### src/hw/du_pkg.sv
package du_pkg;

    // UART byte and processor word sizes
    localparam int NB_DATA        = 8;
    localparam int NB_WORD        = 32;
    localparam int BYTES_PER_WORD = 4;
    localparam int NB_BYTE_SEL    = 2;

    // Register bank and data memory geometry
    localparam int RB_DEPTH   = 32;
    localparam int NB_RB_ADDR = 5;
    localparam int DM_DEPTH   = 32;
    localparam int NB_DM_ADDR = 5;

    localparam int NB_IM_ADDR    = 8;
    localparam int PROGRAM_BYTES = 16; // Up to 256

    typedef enum logic [NB_DATA-1:0] {
        CMD_WRITE_IM  = 8'd1,
        CMD_START     = 8'd2,
        CMD_STEP_MODE = 8'd3,
        CMD_DUMP_RB   = 8'd4,
        CMD_DUMP_DM   = 8'd5,
        CMD_DUMP_PC   = 8'd6,
        CMD_STEP      = 8'd7,
        CMD_CONTINUE  = 8'd8
    } du_cmd_e;

    typedef enum logic [2:0] {
        IDLE,
        LOAD,
        READY,
        RUN,
        STEP_MODE,
        STEP_PULSE,
        DUMP
    } du_state_e;

    typedef enum logic [1:0] {
        SRC_PC,
        SRC_RB,
        SRC_DM
    } dump_src_e;

    typedef struct packed {
        logic                  we;
        logic [NB_IM_ADDR-1:0] addr;
        logic [NB_DATA-1:0]    data;
    } im_write_t;

    typedef struct packed {
        logic im_enable;
        logic rb_enable;
        logic dm_enable;
        logic cu_enable;
        logic pc_enable;
        logic step_flag; // Datapath advances only on step
        logic step;
    } datapath_ctrl_t;

    typedef struct packed {
        logic [NB_RB_ADDR-1:0] rb_addr;
        logic                  rb_read_enable;
        logic [NB_DM_ADDR-1:0] dm_addr;
        logic                  dm_read_enable;
        logic                  dm_du_flag; // DM address taken from debug unit
    } dump_read_t;

endpackage
### src/hw/debug_unit.sv
module debug_unit (
    input  logic                       i_clock,
    input  logic                       i_reset,
    input  logic                       i_rx_done,   // Byte ready from UART receiver
    input  logic [du_pkg::NB_DATA-1:0] i_rx_data,
    input  logic                       i_tx_done,   // Byte sent by UART transmitter
    input  logic                       i_halt,
    input  logic [du_pkg::NB_WORD-1:0] i_pc_value,
    input  logic [du_pkg::NB_WORD-1:0] i_rb_data,
    input  logic [du_pkg::NB_WORD-1:0] i_dm_data,
    output du_pkg::im_write_t          o_im_write,
    output du_pkg::datapath_ctrl_t     o_datapath,
    output du_pkg::dump_read_t         o_dump_read,
    output logic [du_pkg::NB_DATA-1:0] o_tx_data,
    output logic                       o_tx_start
);

    logic              load_active;
    logic              load_done;
    logic              dump_start;
    du_pkg::dump_src_e dump_src;
    logic              dump_done;

    du_command_fsm u_command_fsm (
        .i_clock       (i_clock),
        .i_reset       (i_reset),
        .i_rx_done     (i_rx_done),
        .i_rx_data     (i_rx_data),
        .i_halt        (i_halt),
        .i_load_done   (load_done),
        .i_dump_done   (dump_done),
        .o_load_active (load_active),
        .o_dump_start  (dump_start),
        .o_dump_src    (dump_src),
        .o_datapath    (o_datapath)
    );

    // Program bytes share the receiver with commands
    du_program_loader u_program_loader (
        .i_clock     (i_clock),
        .i_reset     (i_reset),
        .i_active    (load_active),
        .i_rx_done   (i_rx_done),
        .i_rx_data   (i_rx_data),
        .o_im_write  (o_im_write),
        .o_load_done (load_done)
    );

    du_dump_serializer u_dump_serializer (
        .i_clock     (i_clock),
        .i_reset     (i_reset),
        .i_start     (dump_start),
        .i_src       (dump_src),
        .i_tx_done   (i_tx_done),
        .i_pc_value  (i_pc_value),
        .i_rb_data   (i_rb_data),
        .i_dm_data   (i_dm_data),
        .o_dump_read (o_dump_read),
        .o_tx_data   (o_tx_data),
        .o_tx_start  (o_tx_start),
        .o_done      (dump_done)
    );

endmodule

### src/hw/du_dump_serializer.sv
module du_dump_serializer (
    input  logic                       i_clock,
    input  logic                       i_reset,
    input  logic                       i_start,
    input  du_pkg::dump_src_e          i_src,
    input  logic                       i_tx_done,
    input  logic [du_pkg::NB_WORD-1:0] i_pc_value,
    input  logic [du_pkg::NB_WORD-1:0] i_rb_data,
    input  logic [du_pkg::NB_WORD-1:0] i_dm_data,
    output du_pkg::dump_read_t         o_dump_read,
    output logic [du_pkg::NB_DATA-1:0] o_tx_data,
    output logic                       o_tx_start,
    output logic                       o_done
);

    typedef enum logic [1:0] {
        SER_IDLE,
        SER_SETTLE, // Address out while read data settles
        SER_SEND,   // Start pulse cycle
        SER_WAIT
    } ser_state_e;

    ser_state_e                        seq;
    du_pkg::dump_src_e                 src;
    logic [du_pkg::NB_RB_ADDR-1:0]     word_count;
    logic [du_pkg::NB_BYTE_SEL-1:0]    byte_sel;   // 0 is the most significant byte
    logic [du_pkg::NB_WORD-1:0]        src_word;
    logic [du_pkg::NB_DATA-1:0]        tx_byte;
    logic                              busy;
    logic                              last_byte;
    logic                              last_word;

    assign busy = (seq != SER_IDLE);

    always_comb begin
        case (src)
            du_pkg::SRC_RB: src_word = i_rb_data;
            du_pkg::SRC_DM: src_word = i_dm_data;
            default:        src_word = i_pc_value;
        endcase
    end

    assign tx_byte = src_word[du_pkg::NB_WORD-1 - du_pkg::NB_DATA*int'(byte_sel) -: du_pkg::NB_DATA];

    assign last_byte = (int'(byte_sel) == du_pkg::BYTES_PER_WORD - 1);
    always_comb begin
        case (src)
            du_pkg::SRC_RB: last_word = (int'(word_count) == du_pkg::RB_DEPTH - 1);
            du_pkg::SRC_DM: last_word = (int'(word_count) == du_pkg::DM_DEPTH - 1);
            default:        last_word = 1'b1; // PC is a single word
        endcase
    end

    always_ff @(posedge i_clock) begin
        if (i_reset) begin
            seq        <= SER_IDLE;
            src        <= du_pkg::SRC_PC;
            word_count <= '0;
            byte_sel   <= '0;
            o_tx_start <= 1'b0;
            o_done     <= 1'b0;
        end else begin
            o_tx_start <= 1'b0;
            o_done     <= 1'b0;
            case (seq)
                SER_IDLE: begin
                    if (i_start) begin
                        src        <= i_src;
                        word_count <= '0;
                        byte_sel   <= '0;
                        seq        <= SER_SETTLE;
                    end
                end
                SER_SETTLE: begin
                    o_tx_start <= 1'b1;
                    seq        <= SER_SEND;
                end
                default: begin // SEND and WAIT both accept the done pulse
                    if (i_tx_done) begin
                        if (last_byte && last_word) begin
                            o_done <= 1'b1;
                            seq    <= SER_IDLE;
                        end else begin
                            if (last_byte) word_count <= word_count + 1'b1;
                            byte_sel <= byte_sel + 1'b1; // Wraps to 0 on a new word
                            seq      <= SER_SETTLE;
                        end
                    end else begin
                        seq <= SER_WAIT;
                    end
                end
            endcase
        end
    end

    // Byte held until the transmitter reports done
    always_ff @(posedge i_clock) begin
        if (seq == SER_SETTLE) o_tx_data <= tx_byte;
    end

    assign o_dump_read.rb_addr        = word_count;
    assign o_dump_read.rb_read_enable = busy && (src == du_pkg::SRC_RB);
    assign o_dump_read.dm_addr        = word_count[du_pkg::NB_DM_ADDR-1:0];
    assign o_dump_read.dm_read_enable = busy && (src == du_pkg::SRC_DM);
    assign o_dump_read.dm_du_flag     = busy && (src == du_pkg::SRC_DM);

endmodule

### src/hw/du_program_loader.sv
module du_program_loader (
    input  logic                       i_clock,
    input  logic                       i_reset,
    input  logic                       i_active,
    input  logic                       i_rx_done,
    input  logic [du_pkg::NB_DATA-1:0] i_rx_data,
    output du_pkg::im_write_t          o_im_write,
    output logic                       o_load_done
);

    logic [du_pkg::NB_IM_ADDR-1:0] byte_count; // Index of the next program byte
    logic                          take_byte;
    logic                          last_byte;

    assign take_byte = i_active && i_rx_done;
    assign last_byte = (int'(byte_count) == du_pkg::PROGRAM_BYTES - 1);

    always_ff @(posedge i_clock) begin
        if (i_reset) begin
            byte_count  <= '0;
            o_im_write  <= '0;
            o_load_done <= 1'b0;
        end else begin
            o_im_write.we <= take_byte; // One-cycle write strobe
            o_load_done   <= take_byte && last_byte;
            if (take_byte) begin
                o_im_write.addr <= byte_count;
                o_im_write.data <= i_rx_data;
                // Wrap so the next load starts at address 0
                if (last_byte) begin
                    byte_count <= '0;
                end else begin
                    byte_count <= byte_count + 1'b1;
                end
            end
        end
    end

endmodule

### src/hw/du_command_fsm.sv
module du_command_fsm (
    input  logic                       i_clock,
    input  logic                       i_reset,
    input  logic                       i_rx_done,
    input  logic [du_pkg::NB_DATA-1:0] i_rx_data,
    input  logic                       i_halt,
    input  logic                       i_load_done,
    input  logic                       i_dump_done,
    output logic                       o_load_active,
    output logic                       o_dump_start,
    output du_pkg::dump_src_e          o_dump_src,
    output du_pkg::datapath_ctrl_t     o_datapath
);

    du_pkg::du_state_e      state;
    du_pkg::du_state_e      next_state;
    logic                   ret_step;      // Resume step mode after the dump
    logic                   next_ret_step;
    logic                   start_dump;
    du_pkg::dump_src_e      next_src;
    du_pkg::du_cmd_e        cmd;
    du_pkg::datapath_ctrl_t next_datapath;

    assign cmd = du_pkg::du_cmd_e'(i_rx_data);

    always_comb begin
        next_state    = state;
        next_ret_step = ret_step;
        next_src      = o_dump_src;
        start_dump    = 1'b0;
        case (state)
            du_pkg::IDLE: begin
                if (i_rx_done) begin
                    case (cmd)
                        du_pkg::CMD_WRITE_IM: next_state = du_pkg::LOAD;
                        du_pkg::CMD_DUMP_PC: begin
                            next_state = du_pkg::DUMP;
                            next_src   = du_pkg::SRC_PC;
                            start_dump = 1'b1;
                        end
                        du_pkg::CMD_DUMP_RB: begin
                            next_state = du_pkg::DUMP;
                            next_src   = du_pkg::SRC_RB;
                            start_dump = 1'b1;
                        end
                        du_pkg::CMD_DUMP_DM: begin
                            next_state = du_pkg::DUMP;
                            next_src   = du_pkg::SRC_DM;
                            start_dump = 1'b1;
                        end
                        default: ;
                    endcase
                    next_ret_step = 1'b0;
                end
            end
            du_pkg::LOAD: begin
                if (i_load_done) next_state = du_pkg::READY;
            end
            du_pkg::READY: begin
                if (i_rx_done) begin
                    case (cmd)
                        du_pkg::CMD_START:     next_state = du_pkg::RUN;
                        du_pkg::CMD_STEP_MODE: next_state = du_pkg::STEP_MODE;
                        default: ;
                    endcase
                end
            end
            du_pkg::RUN: begin
                if (i_halt) next_state = du_pkg::IDLE;
            end
            du_pkg::STEP_MODE: begin
                if (i_rx_done) begin
                    case (cmd)
                        du_pkg::CMD_STEP:     next_state = du_pkg::STEP_PULSE;
                        du_pkg::CMD_CONTINUE: next_state = du_pkg::RUN;
                        default: ;
                    endcase
                end
            end
            du_pkg::STEP_PULSE: begin // Lasts one cycle before the PC dump
                next_state    = du_pkg::DUMP;
                next_src      = du_pkg::SRC_PC;
                next_ret_step = 1'b1;
                start_dump    = 1'b1;
            end
            du_pkg::DUMP: begin
                if (i_dump_done) begin
                    next_state = ret_step ? du_pkg::STEP_MODE : du_pkg::IDLE;
                end
            end
            default: next_state = du_pkg::IDLE;
        endcase
    end

    // Controls decoded from the state being entered to line up with it
    always_comb begin
        next_datapath = '0;
        if (next_state == du_pkg::RUN || next_state == du_pkg::STEP_MODE ||
            next_state == du_pkg::STEP_PULSE ||
            (next_state == du_pkg::DUMP && next_ret_step)) begin
            next_datapath.im_enable = 1'b1;
            next_datapath.rb_enable = 1'b1;
            next_datapath.dm_enable = 1'b1;
            next_datapath.cu_enable = 1'b1;
            next_datapath.pc_enable = 1'b1;
        end
        // Post-step PC dump keeps the step flag so the datapath stays frozen
        if (next_state != du_pkg::RUN && next_datapath.pc_enable) begin
            next_datapath.step_flag = 1'b1;
        end
        next_datapath.step = (next_state == du_pkg::STEP_PULSE);
    end

    always_ff @(posedge i_clock) begin
        if (i_reset) begin
            state        <= du_pkg::IDLE;
            ret_step     <= 1'b0;
            o_dump_start <= 1'b0;
            o_dump_src   <= du_pkg::SRC_PC;
            o_datapath   <= '0;
        end else begin
            state        <= next_state;
            ret_step     <= next_ret_step;
            o_dump_start <= start_dump;
            o_dump_src   <= next_src;
            o_datapath   <= next_datapath;
        end
    end

    assign o_load_active = (state == du_pkg::LOAD);

endmodule

### config.mk
export PLATFORM = sky130hd
export DESIGN_NAME = debug_unit
export DESIGN_NICKNAME = d
export VERILOG_FILES = /design/src/hw/du_pkg.sv /design/src/hw/debug_unit.sv /design/src/hw/du_dump_serializer.sv /design/src/hw/du_program_loader.sv /design/src/hw/du_command_fsm.sv
export SDC_FILE = /design/constraint.sdc
export NUM_CORES = 1
export LEC_CHECK = 0
export BUFFER_PORTS_ARGS = -buffer_cell sky130_fd_sc_hd__buf_2
export CAP_MARGIN = 40
export CORE_UTILIZATION = 47
export CTS_BUF_LIST = sky130_fd_sc_hd__clkbuf_16
export DETAILED_ROUTE_END_ITERATION = 10
export PLACE_DENSITY = 0.86
export SLEW_MARGIN = 20
export SYNTH_ARGS = -nofsm -noshare
export SYNTH_HDL_FRONTEND = slang
export SYNTH_HIERARCHICAL = 1
export SYNTH_SLANG_ARGS = --single-unit
export TNS_END_PERCENT = 100
### constraint.sdc
create_clock -name i_clock -period 2.2 [get_ports i_clock]
set_input_delay 0.44 -clock i_clock [delete_from_list [all_inputs] [get_ports i_clock]]
set_output_delay 0.44 -clock i_clock [all_outputs]
set_load 0.01 [all_outputs]
======== Word-level counts from Yosys, hierarchy flattened ========
Cells that the tools add are included.
storage, ports and cells
  word-level logic and storage cells ...... 121
  output and inout port bits .............. 46
  input bits .............................. 109
  register bits after elaboration ......... 61
operators by class
  add/sub/neg operators ................... 4
  bitwise operators ....................... 2
  mux-type cells .......................... 39
  equal/unequal tests ..................... 29
  reduce and logical (&&, ||, !) cells .... 23
  shift-type cells ........................ 1
operator list
  operator                                                                number
  32-bit case mux with 2 select lines                                     1
  39-bit by 32-bit indexed part select with 8-bit output                  1
  8-bit by 3-bit equality test with 1-bit output (second input constant)  4
  5-bit two-way mux                                                       5
  3-bit two-way mux                                                       7
  3-bit case mux with 7 select lines                                      1
  3-bit equality test (second input constant)                             6
  3-bit case mux with 2 select lines                                      3
  8-bit by 2-bit equality test with 1-bit output (second input constant)  2
  2-bit two-way mux                                                       6
  2-bit case mux with 2 select lines                                      3
  5-bit case mux with 2 select lines                                      1
  3-bit by 2-bit equality test with 1-bit output (second input constant)  3
  8-bit by 1-bit adder with 8-bit output (second input constant)          1
  8-bit by 1-bit equality test with 1-bit output (second input constant)  1
  8-bit by 4-bit equality test with 1-bit output (second input constant)  1
  8-bit by 5-bit equality test with 1-bit output (second input constant)  1
  1-bit two-way mux                                                       8
  8-bit two-way mux                                                       1
  2-bit nonzero test                                                      4
  1-bit logical AND                                                       7
  2-bit by 1-bit equality test with 1-bit output (second input constant)  3
  2-bit != test (second input constant)                                   3
  2-bit case mux with 3 select lines                                      1
  other kinds (20)                                                        24

======== Logic depth before layout (Yosys ltp) ========
Gate-level depths: netlist of the first run.
  depth in word-level cells ............... 12
  mapped depth ............................ 8
  gate-level depth less buffers ........... 7

======== Hierarchy ========
The synthesis of the first run kept the hierarchy.
modules (own cells, without submodules)
  module              cells each  sequential area each (um2)  area each (um2)  times used
  du_dump_serializer  198         500.5                       1662.8           1
  du_program_loader   117         520.5                       975.9            1
  du_command_fsm      85          200.2                       752.0            1

======== Worst setup path after synthesis of the first run ========
OpenSTA, ideal clock, no wires.
  kind .................................... reg-to-reg
  from .................................... reg u_dump_serializer/word_count[0] (netlist name)
  to ...................................... reg u_dump_serializer/word_count[3] (netlist name)
  setup slack ............................. 353 ps
  required time ........................... 2087 ps
  cell stages (with the launch flop) ...... 8
  data arrival time ....................... 1734 ps
  buffers on the path ..................... 0
  period minus slack after synthesis ...... 1847 ps
  setup time .............................. 113 ps
  cells stage by stage .................... dfxtp_1 -> ha_1 -> and3_1 -> ha_1 -> nor4bb_4 -> and2_4 -> o221a_4 -> nor3_2
on the way
  word-level cells in the longest chain between the ends .. 5
  elaborated cells on any way between the ends .. 10
  those cells by class .................... add/sub: 1; eq/ne: 2; mux: 5; reduce/logical: 2
RTL lines
  element                                                                                                   line                                                                          text
  start: declaration                                                                                        du_dump_serializer.sv:25                                                      logic [du_pkg::NB_RB_ADDR-1:0] word_count;
  start signal: assignment                                                                                  du_dump_serializer.sv:84                                                      if (last_byte) word_count <= word_count + 1'b1;
  5-bit by 1-bit adder with 5-bit output or 5-bit by 1-bit equality test with 1-bit output (tied branches)  du_dump_serializer.sv:84, du_dump_serializer.sv:48, du_dump_serializer.sv:49
  5-bit two-way mux or 1-bit two-way mux (tied branches)                                                    --
  5-bit two-way mux or 1-bit logical AND (tied branches)                                                    du_dump_serializer.sv:80                                                      if (last_byte && last_word) begin
  5-bit two-way mux or 2-bit != test (tied branches)                                                        --
  5-bit case mux with 2 select lines or 5-bit AND reduction (tied branches)                                 --
Parallel ways exist; a longest one is shown, timed or not. The select of a mux whose other input is x is not followed.
A chain may end at the register's enable or synchronous reset.

======== Worst setup path after layout of the first run ========
  from .................................... reg u_dump_serializer.src[0]
  to ...................................... reg u_dump_serializer/o_tx_data[4] (netlist name) (data pin)
on the way
  word-level cells in the longest chain between the ends .. 3
  elaborated cells on any way between the ends .. 4
  those cells by class .................... eq/ne: 2; shift: 1; mux: 1
RTL lines
  element                                                                                line                      text
  start: declaration                                                                     du_dump_serializer.sv:24  du_pkg::dump_src_e src;
  start signal: assignment                                                               du_dump_serializer.sv:57  src <= du_pkg::SRC_PC;
  start signal: assignment                                                               du_dump_serializer.sv:68  src <= i_src;
  2-bit equality test or 2-bit by 1-bit equality test with 1-bit output (tied branches)  du_dump_serializer.sv:36  case (src)
  32-bit case mux with 2 select lines (*)                                                du_dump_serializer.sv:36
  39-bit by 32-bit indexed part select with 8-bit output (*)                             du_dump_serializer.sv:43  assign tx_byte = src_word[du_pkg::NB_WORD-1 - du_pkg::NB_DATA*int'(byte_sel) -: du_pkg::NB_DATA];
  net u_dump_serializer.tx_byte (one bit)                                                du_dump_serializer.sv:28  logic [du_pkg::NB_DATA-1:0] tx_byte;
  end signal: assignment                                                                 du_dump_serializer.sv:98  if (seq == SER_SETTLE) o_tx_data <= tx_byte;
  end: declaration                                                                       du_dump_serializer.sv:11  output logic [du_pkg::NB_DATA-1:0] o_tx_data,
The timed path passes the listed nets; every way through them passes the cells marked *.

==> impl_metrics.csv, run 1 <==
group,metric,value,unit
pwr,p_seq_share,40.3,%
sta,slew-limit-headroom,57.8,%
drt,wl,10.0,mm
synth,synth_fp_nets,515,
sta,tightestPinTransition,0.632,ns
die,boundaryPins,155,
drt,drc,0,
pwr,peakVddDrop,0.528,mV
place,dp_slack,0.196,ns
place,gp_congestion,0.912,
drt,antenna_left,0,
synth,async_flop_share,0,%
synth,syn_avg_cell_area,8.48,um2
die,core_region_area,6870,um2
pwr,pwr-share-comb,7.0,%
synth,synth_top_family_by_area,"compound AO/OA/AOI/OAI gates",
sta,fin_ws,0.161,ns
critical_path,cp.arrival,2.10,ns
synth,synth_xor_area_share,0.517,%
synth,synth-seq-area-share,36.0,%
clocking,clk-insertion-delay-late,0.32,ns
clocking,clock_path_buffers,2,
pwr,switching_power,544,uW
sta,max_freq,490,MHz
pwr,p_sw_share,20.7,%
critical_path,end_kind,"flop",
final_layout,final_nets,649,
critical_path,startpoint_type,"flop",
global_routing,antenna_found_initial,0,
synth,synth_edf_count,8,
clocking,postCtsHoldBufs,0,
die,dieArea,7560,um2
final_layout,diodes,0,
critical_path,worstPathRequired,2.26,ns
die,initial_core_util,49.4,%
synth,synthMuxAreaShare,0.923,%
sta,setup_viol,0,
place,post-dp-hpwl,7.64,mm
drt,first_iter_violations,199,
drt,first_pass_iters,5,
synth,syn_inst,400,
final_layout,final_area,4420,um2
final_layout,syn2layout_area_growth,30.4,%
sta,rsz0062_at_grt,"false",
sta,hold_viol,0,
clocking,cts-resized-gates,0,
critical_path,cp_max_fo,8,
place,io_buffers,154,
sta,fin_skew,0.00375,ns
clocking,cts_buffers,9,
global_routing,grt_max_degree,34,
sta,post-route-period-util,92.7,%
sta,min_period,2.04,ns
synth,synthSimpleGateAreaFrac,24.1,%
die,core.rowCount,30,
sta,slew_viol_final,0,
pwr,p_leak,1.88,nW
clocking,post-cts-setup-buffer-count,0,
status,status,"completed",
critical_path,criticalPathCategory,"flop to flop",
clocking,htree_levels,3,
synth,ys_ff_latch,57,
synth,synth_area,3390,um2
global_routing,overflow,0,
sta,tns,0,ns
synth,synth_fa_ha_area_share,2.21,%
clocking,cts-root-buf,"clkbuf_16",
pwr,clkPwrFrac,52.7,%
drt,via_per_inst,5.67,
synth,ys_warn_count,6,
pwr,intPower,2.08,mW
global_routing,grt_pass1_wl,15.2,mm
die,die_w,86.9,um
clocking,cts.clk_slew.worst_paths,0.05,ns
clocking,clock_sink_count,57,
pwr,totalPowerFinal,2.63,mW
clocking,cts_tree,"yes",
die,die_y,86.9,um
synth,synth_compound_area_share,27.5,%
drt,wire_per_inst,15.8,um
worst_hold_path,hold_path_class,"input pin to flop",
place,dpl_cell_area,4120,um2
final_layout,n_fill_cell,603,
pwr,p_per_area,594,nW/um2
synth,ys_types,71,
synth,ys.flop_type,"dfxtp_1",
run,drv_cap,0,
global_routing,first_global_vias,3314,
global_routing,grt_usage,26.0,%
final_layout,final_layout_size_suffix_gt1_share,36.9,%
drt,vias,3600,
==> layout by cell type, fill, tap and decap left out, drive strengths merged, types with 5 or more instances in the layout <==
cell,Yosys,routed
buf,32,166
nand2,58,58
dfxtp,49,49
a21oi,36,36
nor2,24,24
a22oi,23,23
o21ai,21,21
a221oi,16,16
inv,11,11
clkbuf,11,10
o22ai,8,8
edfxtp,8,8
o41ai,7,7
nand4,6,6
nor2b,6,6
ha,6,6
nor3b,5,5
nand3,5,5
a211oi,5,5
==> flip-flops by register name, indices dropped and copies added (netlist names) <==
register,flops
u_dump_serializer/word_count,5
u_program_loader/byte_count,8
u_dump_serializer/o_tx_data,8
u_command_fsm/ret_step,1
u_program_loader/o_load_done,1
u_command_fsm/o_datapath,3
u_dump_serializer/src,2
u_command_fsm/o_dump_start,1
u_dump_serializer/o_tx_start,1
u_dump_serializer/seq,2
u_command_fsm/o_dump_src,2
u_command_fsm/state,3
u_dump_serializer/o_done,1
u_program_loader/o_im_write,17
u_dump_serializer/byte_sel,2
==> power groups by stage <==
stage,sequential (mW),clock [mW],combinational (mW)
2_1_floorplan,1.08,0,0.0591
3_3_place_gp,1.08,0,0.178
3_5_place_dp,1.08,0,0.181
4_1_cts,1.06,1.41,0.183
5_1_grt,1.06,1.45,0.201
6_report,1.06,1.38,0.184
==> per-layer routing <==
| layer | wire length [um] | global-route usage, % | share of wire, % | vias up |
|---|---|---|---|---|
| met2 | 5070 | 46.9 | 50 | 185 |
| met3 | 795 | 5.78 | 7.9 | 22 |
| met4 | 276 | 11.5 | 2.8 | 0 |
| li1 | - | - | - | 1756 |
| met1 | 3890 | 29.1 | 39 | 1637 |
| met5 | 0 | 0 | 0 | - |
==> path summary, 6_finish.rpt <==
path                                                                    from                                           end  slack (ns)  cells after the start
worst min register to register  u_program_loader/o_im_write[13]$_SDFFE_PP0P_  u_program_loader/o_im_write[13]$_SDFFE_PP0P_        0.45                      2
worst max register to register         u_dump_serializer/src[0]$_SDFFE_PP0P_      u_dump_serializer/o_tx_data[4]$_DFFE_PP_        0.16                      6
worst min-delay path                                            i_rx_data[7]   u_program_loader/o_im_write[7]$_SDFFE_PP0P_        0.40                      3
worst max-delay path                   u_dump_serializer/src[0]$_SDFFE_PP0P_      u_dump_serializer/o_tx_data[4]$_DFFE_PP_        0.16                      6
==> critical path, stage by stage, from the launching register on <==
cell and delay (ns):
dfxtp_1 0.33, inv_1 0.07, ha_1 0.47, nand2_1 0.28, o22ai_1 0.28, nor4_1 0.08
a221o_1 0.27
==> cells in the mapped netlist (2+ instances only) <==
cell      number  area, um2
and2_1         3       18.8
nand2_1       58        218
nand4_1        6       37.5
nor2_1        24       90.1
a211oi_2       2       25.0
buf_4         13       97.6
or4_1          3       22.5
and2b_1        2       15.0
a22oi_1       23        173
nor4b_1        2       17.5
a211oi_1       3       22.5
nor2b_1        6       37.5
clkbuf_1      11       41.3
o31ai_1        3       22.5
o22ai_1        8       50.1
buf_1          3       11.3
nand3_1        4       20.0
a221oi_1      15        131
nand3b_1       2       15.0
a21oi_1       36        180
o41ai_1        7       61.3
nor4bb_1       3       30.0
edfxtp_1       8        240
dfxtp_1       49        981
mux2i_1        2       20.0
o21ai_1        8       40.0
inv_1         10       37.5
nor4_1         3       18.8
nor3_1         3       15.0
buf_2         12       60.1
buf_6          4       45.0
nand2b_1       4       25.0
o21ai_0       12       60.1
nor3b_1        4       30.0
xnor2_1        2       17.5
ha_1           6       75.1
and3_1         2       12.5
==> kinds of logic (layout without fill, tap and decap cells) <==
kind of cell | after synthesis | count (layout)
multiplexers | 3 | 3
XOR/XNOR | 2 | 2
AND/OR/NAND/NOR | 146 | 146
buffers and inverters | 54 | 193
AO/OA/AOI/OAI | 132 | 132
adder cells (fa/ha/maj) | 6 | 6
flip-flops | 57 | 57
==> cell type report <==
class | instances | area [um2] | area share (%)
inverters | 11 | 41.3 | 0.934
clock inverters | 6 | 55.1 | 1.25
well taps | 96 | 120 | 2.72
clock buffers | 10 | 250 | 5.66
flip-flops and latches | 57 | 1220 | 27.6
multi-input cells | 289 | 1870 | 42.4
repair buffers | 166 | 861 | 19.5
==> metrics by stage <==
stage / instances / util [%] / hold WS, ns
floorplan: 400 / - / 0.445
global placement: 619 / 59.9 / 0.440
detailed placement: 619 / 59.9 / 0.447
CTS: 635 / 64.4 / 0.393
global route: 635 / 64.4 / 0.407
finish: 635 / 64.4 / 0.401
Note: power is estimated with default switching activity, not from simulation.
==> run 2, diff against run 1 <==
--- a/config.mk
+++ b/config.mk
@@ -7,10 +7,9 @@
 export LEC_CHECK = 0
 export BUFFER_PORTS_ARGS = -buffer_cell sky130_fd_sc_hd__buf_2
 export CAP_MARGIN = 40
-export CORE_UTILIZATION = 47
-export CTS_BUF_LIST = sky130_fd_sc_hd__clkbuf_16
+export CORE_UTILIZATION = 50
 export DETAILED_ROUTE_END_ITERATION = 10
-export PLACE_DENSITY = 0.86
+export PLACE_DENSITY = 0.91
 export SLEW_MARGIN = 20
 export SYNTH_ARGS = -nofsm -noshare
 export SYNTH_HDL_FRONTEND = slang
==> constraint.sdc (replaced) <==
create_clock -name i_clock -period 2.4 [get_ports i_clock]
set_input_delay 0.48 -clock i_clock [delete_from_list [all_inputs] [get_ports i_clock]]
set_output_delay 0.48 -clock i_clock [all_outputs]
set_load 0.01 [all_outputs]
==> impl_metrics.csv, run 2 (synthesis results as in run 1) <==
group,metric,value,unit
clocking,cts_tree,"yes",
pwr,p_per_area,487,nW/um2
critical_path,cp_max_fo,33,
drt,vias,3710,
global_routing,grt_usage,28.9,%
pwr,peakVddDrop,0.416,mV
die,die_w,84.4,um
final_layout,final_layout_size_suffix_gt1_share,36.8,%
critical_path,worstPathRequired,1.92,ns
final_layout,diodes,0,
global_routing,antenna_found_initial,0,
final_layout,final-instance-count-excl-fill,613,
critical_path,worst_path_largest_cell_delay,0.33,ns
sta,tightestPinTransition,0.777,ns
clocking,cts-root-buf,"clkbuf_8",
critical_path,end_kind,"output port",
global_routing,grt_pass1_wl,16.3,mm
die,boundaryPins,155,
sta,setup_viol,0,
global_routing,grt_max_degree,40,
final_layout,seqCellArea,1220,um2
final_layout,layout_commonest_cell,"buf_2",
pwr,p_leak,1.82,nW
die,initial_core_util,52.5,%
clocking,cts-resized-gates,0,
drt,drc,7,
sta,slew_viol_final,0,
drt,via_per_inst,6.05,
critical_path,crit_slowest_cell,"buf_4",
final_layout,final_nets,646,
clocking,htree_levels,3,
clocking,clk-insertion-delay-late,0.34,ns
final_layout,multi_input_area,1870,um2
clocking,cts_buffers,9,
sta,min_period,2.08,ns
die,core_region_area,6460,um2
sta,slew-limit-headroom,48.1,%
clocking,clock_path_buffers,2,
clocking,cts.clk_slew.worst_paths,0.07,ns
clocking,postCtsHoldBufs,0,
drt,first_iter_violations,325,
status,status,"finished with violations",
die,die_y,84.4,um
die,dieArea,7110,um2
clocking,post-cts-setup-buffer-count,0,
sta,tns,0,ns
drt,wl,10.1,mm
critical_path,cp.arrival,1.60,ns
final_layout,syn2layout_area_growth,26.7,%
final_layout,largest_register,"u_program_loader/o_im_write",
drt,first_pass_iters,8,
final_layout,layout_top_registers,"u_program_loader/o_im_write x17, u_dump_serializer/o_tx_data x8, u_program_loader/byte_count x8",
drt,antenna_left,0,
sta,fin_skew,0.0103,ns
place,gp_congestion,0.974,
place,dp_cells,597,
status,violations,"design-rule violations",
global_routing,first_global_vias,3512,
critical_path,path_cells,"inv_1, ha_1, buf_4, nor2b_1, buf_2",
sta,max_freq,480,MHz
sta,post-route-period-util,86.8,%
place,post-dp-hpwl,7.35,mm
die,core.rowCount,29,
final_layout,n_fill_cell,522,
clocking,clock_sink_count,57,
worst_hold_path,hold_path_class,"input pin to flop",
sta,hold_viol,0,
drt,wire_per_inst,16.4,um
sta,rsz0062_at_grt,"false",
global_routing,overflow,0,
place,io_buffers,154,
run,drv_cap,0,
final_layout,largest_reg_flops,17,
critical_path,criticalPathCategory,"flop to output port",
critical_path,startpoint_type,"flop",
final_layout,layout_common_cells,"buf_2 (154), nand2_1 (58), dfxtp_1 (49), a21oi_1 (36), nor2_1 (24)",
pwr,totalPowerFinal,2.09,mW
==> run 2: critical path, delay by kind of cell (launching register included) <==
family | cells | cell delay, ns
buffers and inverters | 3 | 0.56
AND/OR/NAND/NOR | 1 | 0.23
flip-flops | 1 | 0.32
adder cells (fa/ha/maj) | 1 | 0.15
==> run 2: per-layer routing <==
metal	wire length [um]	GRT usage [%]	share of wire, %
met1	4230	35.9	42
met2	4870	46.8	48
met3	706	6.59	7.0
met4	271	15.4	2.7
met5	0	0	0
==> run 2: worst paths after layout <==
| kind | start | to | slack, ns | cells after the start |
|---|---|---|---|---|
| setup / recovery | u_dump_serializer/src[0]$_SDFFE_PP0P_ | o_dump_read[0] | 0.32 | 5 |
| setup reg to reg | u_command_fsm/state[1]$_SDFF_PP0_ | u_command_fsm/o_datapath[1]$_SDFF_PP0_ | 0.32 | 5 |
| hold / removal | i_rx_data[7] | u_program_loader/o_im_write[7]$_SDFFE_PP0P_ | 0.41 | 3 |
| hold reg to reg | u_program_loader/o_im_write[10]$_SDFFE_PP0P_ | u_program_loader/o_im_write[10]$_SDFFE_PP0P_ | 0.45 | 2 |
==> run 2: final cells by class <==
type                            instances  area share (%)
Timing Repair Buffer                  163            19.8
Multi-Input combinational cell        289            43.6
Clock buffer                           11            3.55
Inverter                               11           0.961
Clock inverter                          5            1.43
Tap cell                               77            2.24
Sequential cell                        57            28.4
==> run 2: stage by stage <==
step                hold slack, ns  setup WS, ns  cell area (um2)  utilization [%]
finish                       0.405         0.317             4300             66.5
global route                 0.402         0.203             4300             66.5
CTS                          0.392         0.322             4300             66.5
detailed placement           0.447         0.213             4080             63.2
global placement             0.440         0.379             4080             63.2
floorplan                    0.445         0.553             3390                -
==> run 2: power by group <==
group / internal, mW / total [mW] / switching [mW] / leakage [nW]
combinational: 0.0860 / 0.167 / 0.0811 / 1.25
clock: 0.546 / 0.954 / 0.408 / 0.105
sequential: 0.968 / 0.969 / 0.00142 / 0.466
